[src/lease_cache_pkg.sv]
package lease_cache_pkg;

	// ----------------------------------------
	// word and address widths
	// ----------------------------------------
	localparam int WADDR_BITS  = 16;          // word address into external memory
	localparam int BLOCK_BITS  = 2;           // word offset inside a block
	localparam int BLOCK_WORDS = 1 << BLOCK_BITS;
	localparam int TAG_BITS    = WADDR_BITS - BLOCK_BITS;  // fully associative, no group field

	typedef logic [31:0]             word_t;
	typedef logic [WADDR_BITS-1:0]   waddr_t;
	typedef logic [BLOCK_BITS-1:0]   word_off_t;
	typedef logic [TAG_BITS-1:0]     tag_t;
	typedef tag_t                    blk_addr_t;  // block start, same bits as the tag

	// ----------------------------------------
	// controller states
	// ----------------------------------------
	typedef enum logic [2:0] {
		ST_NORMAL,       // hit/miss check on core request
		ST_WAIT_VICTIM,  // policy picks the line to replace
		ST_WRITEBACK,    // dirty victim goes out
		ST_FILL,         // new block comes in
		ST_REPLY         // ack held until core drops req
	} ctrl_state_t;

endpackage

[src/lease_cache_ifs.sv]
`timescale 1ns/1ps

// controller <-> tag store
interface tag_if #(
	parameter int LINES = 8
);
	import lease_cache_pkg::*;

	localparam int IDX_BITS = (LINES > 1) ? $clog2(LINES) : 1;

	tag_t                lookup_tag;  // tag of the core address
	logic                wr_en;       // install strobe
	logic [IDX_BITS-1:0] wr_idx;      // also selects idx_tag
	tag_t                wr_tag;
	logic                hit;
	logic [IDX_BITS-1:0] hit_idx;
	tag_t                idx_tag;     // tag held at wr_idx, for write-back address

	modport ctrl (output lookup_tag, wr_en, wr_idx, wr_tag, input hit, hit_idx, idx_tag);
	modport cam (input lookup_tag, wr_en, wr_idx, wr_tag, output hit, hit_idx, idx_tag);
endinterface

// controller <-> line data store
interface data_if #(
	parameter int LINES = 8
);
	import lease_cache_pkg::*;

	localparam int IDX_BITS = (LINES > 1) ? $clog2(LINES) : 1;

	logic [IDX_BITS+BLOCK_BITS-1:0] addr;  // {line, offset}
	logic                           we;
	word_t                          wdata;
	word_t                          rdata;  // combinational

	modport ctrl (output addr, we, wdata, input rdata);
	modport mem (input addr, we, wdata, output rdata);
endinterface

// controller <-> lease policy
interface lease_if #(
	parameter int LINES = 8
);
	localparam int IDX_BITS = (LINES > 1) ? $clog2(LINES) : 1;

	logic                access;        // line touched, renew its lease
	logic [IDX_BITS-1:0] access_idx;
	logic                victim_req;    // answered one cycle later
	logic                victim_valid;
	logic [IDX_BITS-1:0] victim_idx;
	logic                expired;       // victim lease had run out

	modport ctrl (output access, access_idx, victim_req, input victim_valid, victim_idx, expired);
	modport policy (input access, access_idx, victim_req, output victim_valid, victim_idx, expired);
endinterface

// controller <-> memory block engine
interface mem_cmd_if;
	import lease_cache_pkg::*;

	logic      start;     // one cycle strobe
	logic      rw;        // 1 = write-back, 0 = fill
	blk_addr_t blk;
	word_off_t word_idx;  // current word of the block
	logic      wr_word;   // fill word valid on rdata
	word_t     rdata;
	logic      rd_word;   // write-back word wanted on wdata, same cycle
	word_t     wdata;
	logic      done;

	modport ctrl (output start, rw, blk, wdata, input word_idx, wr_word, rdata, rd_word, done);
	modport port (input start, rw, blk, wdata, output word_idx, wr_word, rdata, rd_word, done);
endinterface

[src/cache_ctrl.sv]
`timescale 1ns/1ps

module cache_ctrl #(
	parameter int LINES = 8
)(
	input  logic                    clock_i,
	input  logic                    resetn_i,
	input  logic                    core_req_i,
	input  logic                    core_rw_i,
	input  lease_cache_pkg::waddr_t core_addr_i,
	input  lease_cache_pkg::word_t  core_wdata_i,
	output logic                    core_ack_o,
	output lease_cache_pkg::word_t  core_rdata_o,
	output logic                    core_hit_o,
	output logic                    flag_hit_o,
	output logic                    flag_miss_o,
	output logic                    flag_writeback_o,
	output logic                    flag_expired_o,
	tag_if.ctrl                     tag_p,
	data_if.ctrl                    data_p,
	lease_if.ctrl                   lease_p,
	mem_cmd_if.ctrl                 mem_p
);
	import lease_cache_pkg::*;

	localparam int IDX_BITS = (LINES > 1) ? $clog2(LINES) : 1;
	typedef logic [IDX_BITS-1:0] idx_t;

	ctrl_state_t      state_q;
	logic [LINES-1:0] dirty_q;       // line differs from memory
	waddr_t           req_addr_q;    // request latched on miss
	logic             req_rw_q;
	word_t            req_wdata_q;
	idx_t             victim_q;
	word_off_t        xfer_q;        // words moved in current block
	logic             start_q;
	logic             mem_rw_q;
	blk_addr_t        mem_blk_q;
	logic             core_ack_q;
	logic             core_hit_q;
	word_t            core_rdata_q;
	logic             fl_hit_q, fl_miss_q, fl_wb_q, fl_exp_q;
	logic             hit_now, miss_now, fill_done;

	// ----------------------------------------
	// request decode
	// ----------------------------------------
	assign hit_now   = (state_q == ST_NORMAL) && core_req_i && tag_p.hit;
	assign miss_now  = (state_q == ST_NORMAL) && core_req_i && !tag_p.hit;
	assign fill_done = (state_q == ST_FILL) && mem_p.done;  // block in, serve as hit

	assign tag_p.lookup_tag = core_addr_i[WADDR_BITS-1:BLOCK_BITS];
	assign tag_p.wr_en      = fill_done;
	assign tag_p.wr_idx     = (state_q == ST_WAIT_VICTIM) ? lease_p.victim_idx : victim_q;
	assign tag_p.wr_tag     = req_addr_q[WADDR_BITS-1:BLOCK_BITS];

	assign lease_p.access     = hit_now || fill_done;
	assign lease_p.access_idx = hit_now ? tag_p.hit_idx : victim_q;
	assign lease_p.victim_req = miss_now;  // answer lands in ST_WAIT_VICTIM

	assign mem_p.start = start_q;
	assign mem_p.rw    = mem_rw_q;
	assign mem_p.blk   = mem_blk_q;
	assign mem_p.wdata = data_p.rdata;  // write-back word, same cycle as rd_word

	// line store port mux
	always_comb begin
		data_p.addr  = {victim_q, req_addr_q[BLOCK_BITS-1:0]};
		data_p.we    = 1'b0;
		data_p.wdata = req_wdata_q;
		case (state_q)
			ST_NORMAL: begin
				data_p.addr  = {tag_p.hit_idx, core_addr_i[BLOCK_BITS-1:0]};
				data_p.we    = hit_now && core_rw_i;
				data_p.wdata = core_wdata_i;
			end
			ST_WRITEBACK: data_p.addr = {victim_q, mem_p.word_idx};
			ST_FILL: if (fill_done) begin
				data_p.we = req_rw_q;  // pending store lands in new line
			end else begin
				data_p.addr  = {victim_q, mem_p.word_idx};
				data_p.we    = mem_p.wr_word;
				data_p.wdata = mem_p.rdata;
			end
			default: ;
		endcase
	end

	// ----------------------------------------
	// main FSM
	// ----------------------------------------
	always_ff @(posedge clock_i) begin
		if (!resetn_i) begin
			state_q    <= ST_NORMAL;
			dirty_q    <= '0;
			xfer_q     <= '0;
			start_q    <= 1'b0;
			core_ack_q <= 1'b0;
			fl_hit_q   <= 1'b0;
			fl_miss_q  <= 1'b0;
			fl_wb_q    <= 1'b0;
			fl_exp_q   <= 1'b0;
		end else begin
			start_q   <= 1'b0;
			fl_hit_q  <= 1'b0;
			fl_miss_q <= 1'b0;
			fl_wb_q   <= 1'b0;
			fl_exp_q  <= 1'b0;
			if (mem_p.rd_word || mem_p.wr_word)
				xfer_q <= xfer_q + 1'b1;
			case (state_q)
				ST_NORMAL: if (hit_now) begin
					core_ack_q   <= 1'b1;
					core_hit_q   <= 1'b1;
					core_rdata_q <= core_rw_i ? core_wdata_i : data_p.rdata;
					fl_hit_q     <= 1'b1;
					if (core_rw_i)
						dirty_q[tag_p.hit_idx] <= 1'b1;
					state_q <= ST_REPLY;
				end else if (miss_now) begin
					req_addr_q  <= core_addr_i;
					req_rw_q    <= core_rw_i;
					req_wdata_q <= core_wdata_i;
					fl_miss_q   <= 1'b1;
					state_q     <= ST_WAIT_VICTIM;
				end
				ST_WAIT_VICTIM: if (lease_p.victim_valid) begin
					victim_q <= lease_p.victim_idx;
					fl_exp_q <= lease_p.expired;
					start_q  <= 1'b1;
					xfer_q   <= '0;
					if (dirty_q[lease_p.victim_idx]) begin
						mem_rw_q  <= 1'b1;
						mem_blk_q <= tag_p.idx_tag;  // old block address
						fl_wb_q   <= 1'b1;
						state_q   <= ST_WRITEBACK;
					end else begin
						mem_rw_q  <= 1'b0;
						mem_blk_q <= req_addr_q[WADDR_BITS-1:BLOCK_BITS];
						state_q   <= ST_FILL;
					end
				end
				ST_WRITEBACK: if (mem_p.done) begin
					start_q           <= 1'b1;  // chain straight into fill
					xfer_q            <= '0;
					mem_rw_q          <= 1'b0;
					mem_blk_q         <= req_addr_q[WADDR_BITS-1:BLOCK_BITS];
					dirty_q[victim_q] <= 1'b0;
					state_q           <= ST_FILL;
				end
				ST_FILL: if (fill_done) begin
					dirty_q[victim_q] <= req_rw_q;
					core_ack_q        <= 1'b1;
					core_hit_q        <= 1'b0;
					core_rdata_q      <= req_rw_q ? req_wdata_q : data_p.rdata;
					state_q           <= ST_REPLY;
				end
				ST_REPLY: if (!core_req_i) begin
					core_ack_q <= 1'b0;  // close four-phase cycle
					state_q    <= ST_NORMAL;
				end
				default: state_q <= ST_NORMAL;
			endcase
		end
	end

	assign core_ack_o       = core_ack_q;
	assign core_hit_o       = core_hit_q;
	assign core_rdata_o     = core_rdata_q;
	assign flag_hit_o       = fl_hit_q;
	assign flag_miss_o      = fl_miss_q;
	assign flag_writeback_o = fl_wb_q;
	assign flag_expired_o   = fl_exp_q;

	a_ack_needs_req: assert property (@(posedge clock_i) disable iff (!resetn_i)
		$rose(core_ack_o) |-> $past(core_req_i));
	// engine word order matches own word count
	a_word_order: assert property (@(posedge clock_i) disable iff (!resetn_i)
		(mem_p.rd_word || mem_p.wr_word) |-> (mem_p.word_idx == xfer_q));

endmodule

[src/lease_cache_top.sv]
`timescale 1ns/1ps

module lease_cache_top #(
	parameter int LINES         = 8,
	parameter int LEASE_DEFAULT = 3
)(
	input  logic                    clock_i,
	input  logic                    resetn_i,
	// core side
	input  logic                    core_req_i,
	input  logic                    core_rw_i,     // 1 = store
	input  lease_cache_pkg::waddr_t core_addr_i,
	input  lease_cache_pkg::word_t  core_wdata_i,
	output logic                    core_ack_o,
	output lease_cache_pkg::word_t  core_rdata_o,
	output logic                    core_hit_o,
	// memory side, one handshake per word
	output logic                    mem_req_o,
	output logic                    mem_rw_o,
	output lease_cache_pkg::waddr_t mem_addr_o,
	output lease_cache_pkg::word_t  mem_wdata_o,
	input  logic                    mem_ack_i,
	input  lease_cache_pkg::word_t  mem_rdata_i,
	// performance pulses
	output logic                    flag_hit_o,
	output logic                    flag_miss_o,
	output logic                    flag_writeback_o,
	output logic                    flag_expired_o
);
	tag_if   #(.LINES(LINES)) tag_bus ();
	data_if  #(.LINES(LINES)) data_bus ();
	lease_if #(.LINES(LINES)) lease_bus ();
	mem_cmd_if                mem_cmd ();

	cache_ctrl #(.LINES(LINES)) ctrl0 (
		.clock_i, .resetn_i,
		.core_req_i, .core_rw_i, .core_addr_i, .core_wdata_i,
		.core_ack_o, .core_rdata_o, .core_hit_o,
		.flag_hit_o, .flag_miss_o, .flag_writeback_o, .flag_expired_o,
		.tag_p(tag_bus.ctrl), .data_p(data_bus.ctrl),
		.lease_p(lease_bus.ctrl), .mem_p(mem_cmd.ctrl)
	);

	tag_cam #(.LINES(LINES)) cam0 (.clock_i, .resetn_i, .tag_p(tag_bus.cam));

	line_store #(.LINES(LINES)) store0 (.clock_i, .data_p(data_bus.mem));

	lease_policy #(.LINES(LINES), .LEASE_DEFAULT(LEASE_DEFAULT)) policy0 (
		.clock_i, .resetn_i, .lease_p(lease_bus.policy)
	);

	mem_port port0 (
		.clock_i, .resetn_i,
		.mem_req_o, .mem_rw_o, .mem_addr_o, .mem_wdata_o, .mem_ack_i, .mem_rdata_i,
		.cmd_p(mem_cmd.port)
	);

endmodule

[src/lease_policy.sv]
`timescale 1ns/1ps

module lease_policy #(
	parameter int LINES         = 8,
	parameter int LEASE_DEFAULT = 3
)(
	input  logic    clock_i,
	input  logic    resetn_i,
	lease_if.policy lease_p
);
	localparam int IDX_BITS   = (LINES > 1) ? $clog2(LINES) : 1;
	localparam int LEASE_BITS = (LEASE_DEFAULT < 1) ? 1 : $clog2(LEASE_DEFAULT + 1);
	typedef logic [IDX_BITS-1:0]   idx_t;
	typedef logic [LEASE_BITS-1:0] lease_t;

	lease_t lease_q [LINES];
	idx_t   rr_q;          // fallback pointer when nothing expired
	logic   zero_found;
	idx_t   zero_idx;      // lowest line with lease 0
	logic   victim_valid_q;
	logic   expired_q;
	idx_t   victim_idx_q;

	// descending scan, lowest index wins
	always_comb begin
		zero_found = 1'b0;
		zero_idx   = '0;
		for (int i = LINES - 1; i >= 0; i--) begin
			if (lease_q[i] == '0) begin
				zero_found = 1'b1;
				zero_idx   = idx_t'(i);
			end
		end
	end

	always_ff @(posedge clock_i) begin
		if (!resetn_i) begin
			for (int i = 0; i < LINES; i++)
				lease_q[i] <= '0;
			rr_q           <= '0;
			victim_valid_q <= 1'b0;
			expired_q      <= 1'b0;
		end else begin
			victim_valid_q <= lease_p.victim_req;  // answer one cycle later
			if (lease_p.access) begin
				for (int i = 0; i < LINES; i++) begin
					if (idx_t'(i) == lease_p.access_idx)
						lease_q[i] <= lease_t'(LEASE_DEFAULT);  // renew
					else if (lease_q[i] != '0)
						lease_q[i] <= lease_q[i] - 1'b1;       // age the rest
				end
			end
			if (lease_p.victim_req) begin
				expired_q <= zero_found;
				if (zero_found) begin
					victim_idx_q <= zero_idx;
				end else begin
					victim_idx_q <= rr_q;
					rr_q <= (rr_q == idx_t'(LINES - 1)) ? '0 : rr_q + 1'b1;
				end
			end
		end
	end

	assign lease_p.victim_valid = victim_valid_q;
	assign lease_p.victim_idx   = victim_idx_q;
	assign lease_p.expired      = expired_q;

	// no lease renewal between request and answer
	a_victim_lease: assert property (@(posedge clock_i) disable iff (!resetn_i)
		lease_p.victim_valid |-> (lease_p.expired ? (lease_q[lease_p.victim_idx] == '0)
			: !zero_found));

endmodule

[src/line_store.sv]
`timescale 1ns/1ps

module line_store #(
	parameter int LINES = 8
)(
	input  logic clock_i,
	data_if.mem  data_p
);
	import lease_cache_pkg::*;

	localparam int DEPTH = LINES * BLOCK_WORDS;  // one entry per cached word

	word_t mem_q [DEPTH];

	// ----------------------------------------
	// read is combinational, write on edge
	// ----------------------------------------
	assign data_p.rdata = mem_q[data_p.addr];

	always_ff @(posedge clock_i) begin
		if (data_p.we)
			mem_q[data_p.addr] <= data_p.wdata;  // fill word or core store
	end

endmodule

[src/mem_port.sv]
`timescale 1ns/1ps

module mem_port (
	input  logic                    clock_i,
	input  logic                    resetn_i,
	output logic                    mem_req_o,
	output logic                    mem_rw_o,
	output lease_cache_pkg::waddr_t mem_addr_o,
	output lease_cache_pkg::word_t  mem_wdata_o,
	input  logic                    mem_ack_i,
	input  lease_cache_pkg::word_t  mem_rdata_i,
	mem_cmd_if.port                 cmd_p
);
	import lease_cache_pkg::*;

	typedef enum logic [1:0] {
		PS_IDLE,      // wait for start
		PS_ISSUE,     // load word, raise req
		PS_WAIT_ACK,  // req high until ack
		PS_WAIT_REL   // req low until ack drops
	} port_state_t;

	port_state_t state_q;
	blk_addr_t   blk_q;
	word_off_t   off_q;
	logic        rw_q;
	logic        req_q;
	logic        wr_word_q;
	logic        done_q;
	word_t       wdata_q;
	word_t       rdata_q;

	always_ff @(posedge clock_i) begin
		if (!resetn_i) begin
			state_q   <= PS_IDLE;
			req_q     <= 1'b0;
			wr_word_q <= 1'b0;
			done_q    <= 1'b0;
		end else begin
			wr_word_q <= 1'b0;
			done_q    <= 1'b0;
			case (state_q)
				PS_IDLE: if (cmd_p.start) begin
					blk_q   <= cmd_p.blk;
					rw_q    <= cmd_p.rw;
					off_q   <= '0;  // block base first
					state_q <= PS_ISSUE;
				end
				PS_ISSUE: begin
					wdata_q <= cmd_p.wdata;  // line word, only used on write-back
					req_q   <= 1'b1;
					state_q <= PS_WAIT_ACK;
				end
				PS_WAIT_ACK: if (mem_ack_i) begin
					req_q     <= 1'b0;
					rdata_q   <= mem_rdata_i;
					wr_word_q <= !rw_q;  // hand fill word to controller
					state_q   <= PS_WAIT_REL;
				end
				PS_WAIT_REL: if (!mem_ack_i) begin
					if (off_q == word_off_t'(BLOCK_WORDS - 1)) begin
						done_q  <= 1'b1;
						state_q <= PS_IDLE;
					end else begin
						off_q   <= off_q + 1'b1;
						state_q <= PS_ISSUE;
					end
				end
				default: state_q <= PS_IDLE;
			endcase
		end
	end

	assign mem_req_o      = req_q;
	assign mem_rw_o       = rw_q;
	assign mem_addr_o     = {blk_q, off_q};
	assign mem_wdata_o    = wdata_q;
	assign cmd_p.word_idx = off_q;
	assign cmd_p.wr_word  = wr_word_q;
	assign cmd_p.rdata    = rdata_q;
	assign cmd_p.rd_word  = (state_q == PS_ISSUE) && rw_q;
	assign cmd_p.done     = done_q;

	// memory acks only a raised req
	a_ack_needs_req: assert property (@(posedge clock_i) disable iff (!resetn_i)
		$rose(mem_ack_i) |-> mem_req_o);

endmodule

[src/tag_cam.sv]
`timescale 1ns/1ps

module tag_cam #(
	parameter int LINES = 8
)(
	input  logic clock_i,
	input  logic resetn_i,
	tag_if.cam   tag_p
);
	import lease_cache_pkg::*;

	localparam int IDX_BITS = (LINES > 1) ? $clog2(LINES) : 1;
	typedef logic [IDX_BITS-1:0] idx_t;

	tag_t             tag_q [LINES];
	logic [LINES-1:0] valid_q;
	logic             dup_tags;  // two valid lines with one tag

	// parallel compare, all lines at once
	always_comb begin
		tag_p.hit     = 1'b0;
		tag_p.hit_idx = '0;
		for (int i = 0; i < LINES; i++) begin
			if (valid_q[i] && (tag_q[i] == tag_p.lookup_tag) && !tag_p.hit) begin
				tag_p.hit     = 1'b1;
				tag_p.hit_idx = idx_t'(i);
			end
		end
	end

	assign tag_p.idx_tag = tag_q[tag_p.wr_idx];  // victim tag for write-back

	always_ff @(posedge clock_i) begin
		if (tag_p.wr_en)
			tag_q[tag_p.wr_idx] <= tag_p.wr_tag;
	end

	always_ff @(posedge clock_i) begin
		if (!resetn_i) begin
			valid_q <= '0;  // all lines empty
		end else if (tag_p.wr_en) begin
			valid_q[tag_p.wr_idx] <= 1'b1;
		end
	end

	always_comb begin
		dup_tags = 1'b0;
		for (int i = 0; i < LINES; i++)
			for (int j = i + 1; j < LINES; j++)
				if (valid_q[i] && valid_q[j] && (tag_q[i] == tag_q[j]))
					dup_tags = 1'b1;
	end

	// controller only installs a tag after a miss on it
	a_unique_tags: assert property (@(posedge clock_i) disable iff (!resetn_i) !dup_tags);

endmodule

[config.mk]
export PLATFORM = sky130hd
export DESIGN_NAME = lease_cache_top
export DESIGN_NICKNAME = d
export VERILOG_FILES = /design/src/lease_cache_pkg.sv /design/src/lease_cache_ifs.sv /design/src/cache_ctrl.sv /design/src/lease_cache_top.sv /design/src/lease_policy.sv /design/src/line_store.sv /design/src/mem_port.sv /design/src/tag_cam.sv
export SDC_FILE = /design/constraint.sdc
export NUM_CORES = 2
export LEC_CHECK = 0
export ABC_CLOCK_PERIOD_IN_PS = 18400
export BUFFER_PORTS_ARGS = -buffer_cell sky130_fd_sc_hd__buf_2
export CAP_MARGIN = 10
export CORE_MARGIN = 10
export CORE_UTILIZATION = 55
export CTS_CLUSTER_DIAMETER = 60
export DETAILED_ROUTE_END_ITERATION = 8
export GPL_TIMING_DRIVEN = 0
export PLACE_DENSITY = 0.72
export SLEW_MARGIN = 20
export SYNTH_ARGS = -nofsm -noshare
export SYNTH_HDL_FRONTEND = slang
export SYNTH_SLANG_ARGS = --single-unit
[constraint.sdc]
create_clock -name clock_i -period 18.4 [get_ports clock_i]
set_clock_uncertainty 0.05 [all_clocks]
set_input_delay 0.92 -clock clock_i [delete_from_list [all_inputs] [get_ports clock_i]]
set_output_delay 0.92 -clock clock_i [all_outputs]
set_load 0.03 [all_outputs]
# After elaboration in Yosys (flattened, before gate mapping)
# Memory sizes are Yosys's and may differ from the RTL's.
# Index checks and enable logic that the tools add are counted.
word_totals:
  out_inout_bits: 88
  wordCells: 378
  regBits: 219
  mem_count: 3
  mem_bits_rw: 1152
op_classes:
  n_mux: 192
  order_cmp: 7
  addsub: 10
  bitwise_logic: 25
  reduce_logical: 76
  n_eq_ne: 35
memory_table:
  columns: ["name", "depth", "word_bits", "read_ports", "rd_ports_with_merged_regs", "write_ports", "line", "text"]
  rows:
  - ["store0.mem_q", 32, 32, 1, 0, 1, "line_store.sv:13", "word_t mem_q [DEPTH];"]
  - ["cam0.tag_q", 8, 14, 9, 0, 1, "tag_cam.sv:15", "tag_t tag_q [LINES];"]
  - ["policy0.lease_q", 8, 2, 8, 0, 8, "lease_policy.sv:16", "lease_t lease_q [LINES];"]
op_table:
  columns: ["cell", "n"]
  rows:
  - ["$mux 32", 5]
  - ["$pmux 32 s2", 2]
  - ["$mux 1", 114]
  - ["$eq 14x14->1", 8]
  - ["$mux 3", 22]
  - ["$mux 2", 25]
  - ["$mux 14", 3]
  - ["$mux 8", 4]
  - ["$pmux 14 s2", 1]
  - ["$pmux 8 s3", 1]
  - ["$reduce_bool 2->1", 12]
  - ["$logic_and 1x1->1", 23]
  - ["$logic_not 2->1", 9]
  - ["$lt 3x4->1 const B", 4]
  - ["$or 1x1->1", 16]
  - ["$or 8x8->8", 2]
  - ["$reduce_and 4->1", 4]
  - ["$sub 2x1->2 const B", 8]
  - ["$pmux 3 s5", 1]
  - ["$pmux 5 s3", 1]
  - ["$reduce_and 5->1", 3]
  - ["$eq 3x3->1 const A", 4]
  - ["$ne 2x2->1 const B", 6]
  - ["$reduce_and 3->1", 4]
  - ["28 further kinds", 63]

# Depth between registers and ports, before layout
# An unclocked memory read counts as a cell.
depth:
  depth_word: 34
  depth_mapped: 14

# Hierarchy
# A second synthesis with hierarchy kept.
hier_totals:
  cells_unflattened: 3242
  hier_area_um2: 55256.7
modules_own_cells:
  columns: ["mod", "seq_area_each_um2", "instances", "cells_per_inst", "area_per_inst_um2"]
  rows:
  - ["line_store", 30749.5, 1, 2075, 39100.0]
  - ["cache_ctrl", 3343.2, 1, 523, 6065.8]
  - ["tag_cam", 3523.4, 1, 371, 5911.9]
  - ["mem_port", 2532.4, 1, 123, 2791.4]
  - ["lease_policy", 670.6, 1, 150, 1387.6]

# Worst setup path after synthesis
# Ideal clock, no wire load.
synth_timing:
  kind: "input -> register"
  startpoint: "input port core_addr_i[14]"
  endpoint: "register ctrl0.req_addr_q[0] (enable)"
  t_arrival_ps: 6767
  path_stages: 7
  setup_ps: 578
  required_ps: 17772
  path_slack_ps: 11005
  n_path_buf: 1
  path_cell_list: "buf_4 -> xnor2_1 -> nand4_1 -> nor4_1 -> nor4_1 -> nand2_1 -> nor4_1"
synth_between:
  elab_chain_cells: 27
  elab_cells_between_ends: 43
  classes_between: "eq/ne: 8; mux: 8; bitwise: 1; reduce/logical: 26"
synth_lines:
  columns: ["element", "line", "text"]
  rows:
  - ["start, declared", "lease_cache_top.sv:12", "input lease_cache_pkg::waddr_t core_addr_i,"]
  - ["$eq 14x14->1", "tag_cam.sv:24", "if (valid_q[i] && (tag_q[i] == tag_p.lookup_tag) && !tag_p.hit) begin"]
  - ["$logic_and 1x1->1", "tag_cam.sv:24", null]
  - ["$mux 1", "tag_cam.sv:24", null]
  - ["$logic_not 1->1", "tag_cam.sv:24", null]
  - ["$logic_and 1x1->1", "tag_cam.sv:24", null]
  - ["$mux 1", "tag_cam.sv:24", null]
  - ["$logic_not 1->1", "tag_cam.sv:24", null]
  - ["$logic_and 1x1->1", "tag_cam.sv:24", null]
  - ["(+11 left out)", null, null]
  - ["$logic_and 1x1->1", "tag_cam.sv:24", null]
  - ["$mux 1", "tag_cam.sv:24", null]
  - ["$logic_not 1->1", "tag_cam.sv:24", null]
  - ["$logic_and 1x1->1", "tag_cam.sv:24", null]
  - ["$mux 1 (*)", "tag_cam.sv:24", null]
  - ["$logic_not 1->1 or $logic_and 1x1->1 (tied branches)", "cache_ctrl.sv:49, cache_ctrl.sv:48", null]
  - ["$logic_and 1x1->1 or $not 1->1 (tied branches)", null, null]
  - ["$reduce_and 4->1 (no line) (*)", null, null]
  - ["end signal, assigned", "cache_ctrl.sv:121", "req_addr_q <= core_addr_i;"]
  - ["end, declared", "cache_ctrl.sv:31", "waddr_t req_addr_q;"]
# Mark *: on every way between the ends. The rest lies on a longest branch, timed or not.
# A chain may end at the register's enable or synchronous reset.

==> run summary <==
run status - complete, no violations
CTS max path bufs - 3
fin crit share - 30.1%
Flop pwr share - 45.5%
# hold bufs at CTS - 0
Crit Reg-Reg Endpoint - ctrl0.core_rdata_o[6]
Clk pin slew, worst setup/hold paths - 0.07 ns
worst r2r src - cam0.tag_q[3][8]
initial antenna violation count - 7
synthesis-to-layout area growth - 16.6%
Top-Level Pins - 173
Buffers on Ports - 172
initial core utilization - 55.5%
Hold Path Class - in2reg
FF+latch count, synth - 1371
final WL - 169 mm
P per Cell Area - 124 nW/µm²
ys flop type - edfxtp_1
Pint - 5.81 mW
Post-synth EDFFs - 1336
share of layout cells above drive strength 1 - 26.5%
core box area - 100000 µm²
worst vdd ir - 0.0743 mV
number of global-route vias before repair - 32900
die span in y - 338 µm
DRC Markers - 0
Die Span X - 338 µm
post-CTS repair timing setup buffer count - 0
GRT Total Usage - 29.6%
Root Driver - clkbuf_16
Routed wire per std cell - 35.1 µm
CP max FO - 10
DRT Pass-1 Iters - 9
RSZ-0062 raised after global routing - false
initial DRC count - 5074
global-route wire length before repair - 238 mm
asr flop ratio synth - 0%
worst hold path cell count - 1
combinational power share - 18.5%
crit path kind - reg2reg
R2R Setup Slk - 12.87 ns
Syn. warnings - 0
maxcap violations - 0
Hold Path End - port0.cmd_p.rdata[26]
detailed-route via count - 33000
final net count - 3492
P_sw - 2.22 mW
Switching Share - 27.7%
Skew-Pair Late Insertion Delay - 0.77 ns
Slew Viols, Final - 0
grt ovf - 0
Pwr Total - 8.03 mW
pin count of the biggest net entering global routing - 33
signal arrival time at the worst endpoint - 5.97 ns
sequential fraction of the synthesis area - 73.4%
total die area - 114000 µm²
final hold violations - 0
post-route setup TNS - 0 ns
cts bufs inserted - 141
Clk network pwr share - 35.9%
CTS tree - yes
Mean Syn Cell Area - 18.6 µm²
Post-DRT Antenna Nets - 0
Yosys cell types - 75
post-cts resize count - 0
drt via density - 6.87
GPL Wtd Cong - 0.952
Max Clk Rate - 181 MHz
slew margin rel. - 15.1%
leakage - 21.3 nW
fillcell total - 6604
dpl hpwl - 116 mm
nature of the critical path startpoint - register
TritonCTS Sinks - 1371
# setup viols final - 0
WHS - 0.269 ns
H-tree levels - 4
fin crit period - 5.53 ns
net count after synthesis - 3095
Worst-Margin Slew - 1.25 ns
Hold Crit Start - mem_rdata_i[26]
Worst EP required - 18.83 ns
Rows - 116
crit end category - register
post-synthesis cell area - 55600 µm²
Worst Reg-to-Reg Cells - 10
Mapped Cells - 2994
## Yosys cell counts (3+ instances only)
master,count,area (µm²)
nor4_1,24,150
inv_1,69,259
nand4_1,48,300
o21a_1,8,60.1
nand2_1,73,274
buf_2,57,285
o21ai_0,49,245
nor4_2,5,62.6
a211oi_1,18,135
a31oi_1,33,206
a2111oi_0,3,26.3
o22ai_1,32,200
or2_2,9,56.3
dfxtp_1,35,701
or4_1,10,75.1
mux4_2,278,6260
a221oi_1,8,70.1
or3_1,14,87.6
clkbuf_1,75,282
o31ai_1,11,82.6
nand3_1,108,541
edfxtp_1,1336,40100
ha_1,16,200
a21o_1,9,67.6
o211ai_1,10,75.1
buf_6,16,180
and2_1,8,50.1
nand2b_1,13,81.3
a222oi_1,32,320
a21oi_1,76,380
xnor2_1,110,963
o32ai_1,9,78.8
nor2b_1,11,68.8
mux2i_1,110,1100
mux2_2,6,67.6
a22oi_1,4,30.0
nor3_1,35,175
or2_1,6,37.5
and3_1,12,75.1
nand3b_1,5,37.5
buf_4,19,143
o21ai_1,15,75.1
nor2_1,127,477
## cell families after synthesis
kind of cell	share of synthesized area, %
AO/OA/AOI/OAI	4.13
XOR/XNOR	1.79
adder cells (fa/ha/maj)	0.360
buffers and inverters	2.12
flip-flops	73.4
multiplexers	13.4
AND/OR/NAND/NOR	4.81
## cell usage in the layout (no fill, tap or decap), types with 68 or more instances in the layout
master	instances
a21oi_1	75
buf_2	237
nand2_1	73
inv_1	68
clkbuf_16	144
clkbuf_1	86
mux2i_1	108
edfxtp_1	1336
xnor2_1	110
mux4_2	278
nand3_1	108
nor2_1	86
## worst max-delay path, cell delays in order (launching register included)
cell and delay [ns]:
edfxtp_1 0.46, xnor2_1 0.39, nand4_1 0.17, nor4_2 0.87
nor2_1 0.34, a31oi_1 0.68, clkbuf_1 0.77, nand3_1 0.18
a31oi_1 0.69, o32ai_1 0.18, o22ai_1 0.48
## how the worst max path moves through the flow
| stage | from | to | slack [ns] | depth (start not counted) |
|---|---|---|---|---|
| floorplan | core_addr_i[14] | ctrl0.req_addr_q[0] | 11.01 | 7 |
| global placement | core_addr_i[13] | ctrl0.req_wdata_q[18] | 4.39 | 8 |
| detailed placement | core_addr_i[3] | store0.mem_q[22][6] | 12.51 | 14 |
| CTS | ctrl0.state_q[1] | store0.mem_q[23][6] | 13.21 | 12 |
| global route | cam0.tag_q[3][3] | ctrl0.core_rdata_o[6] | 12.87 | 10 |
| finish | cam0.tag_q[3][8] | ctrl0.core_rdata_o[6] | 12.87 | 10 |
## through the flow
step | instances | area, µm² | worst slack (ns) | utilization [%]
floorplan | 2994 | 55600 | 11.01 | -
global placement | 4464 | 58100 | 4.39 | 58.0
detailed placement | 4546 | 60200 | 12.51 | 60.1
CTS | 4801 | 64800 | 13.21 | 64.7
global route | 4801 | 64800 | 12.87 | 64.7
finish | 4808 | 64800 | 12.87 | 64.7
## registers in the layout (all words and copies together) (netlist names), 2 cells and up
name / cells
ctrl0.mem_p.blk: 14
cam0.tag_q: 112
ctrl0.victim_q: 3
ctrl0.state_q: 3
policy0.lease_q: 16
policy0.rr_q: 3
port0.blk_q: 14
port0.cmd_p.rdata: 32
port0.state_q: 2
port0.cmd_p.word_idx: 2
ctrl0.req_wdata_q: 32
store0.mem_q: 1024
cam0.valid_q: 8
ctrl0.dirty_q: 8
policy0.lease_p.victim_idx: 3
port0.mem_wdata_o: 32
ctrl0.req_addr_q: 16
ctrl0.core_rdata_o: 32
## metal layers
metal  global-route usage (%)  share of wire (%)  vias to the layer above
li1                         -                  -                    13100
met1                     37.3                 34                    16700
met2                     45.3                 46                     2674
met3                     10.4                 14                      566
met4                     14.8                5.7                        6
met5                        0              0.020                        -
## final cells by class
| type | count | area [µm²] | area share (%) |
|---|---|---|---|
| buffer | 171 | 921 | 1.42 |
| tap | 1298 | 1620 | 2.51 |
| antenna | 7 | 17.5 | 0.0270 |
| clock buffer | 162 | 3670 | 5.66 |
| timing repair buffer | 254 | 2630 | 4.06 |
| multi-input combinational | 1381 | 13900 | 21.4 |
| inverter | 71 | 267 | 0.411 |
| clock inverter | 93 | 968 | 1.49 |
| sequential | 1371 | 40800 | 63.0 |
## power by group through the flow
stage          combinational, mW  clock [mW]  sequential (mW)
6_report                    1.49        2.89             3.65
5_1_grt                     1.55        3.02             3.65
4_1_cts                     1.46        2.90             3.65
3_5_place_dp                1.45           0             3.72
3_3_place_gp                1.38           0             3.72
2_1_floorplan              0.900           0             3.72
(Power assumes the default switching activity.)
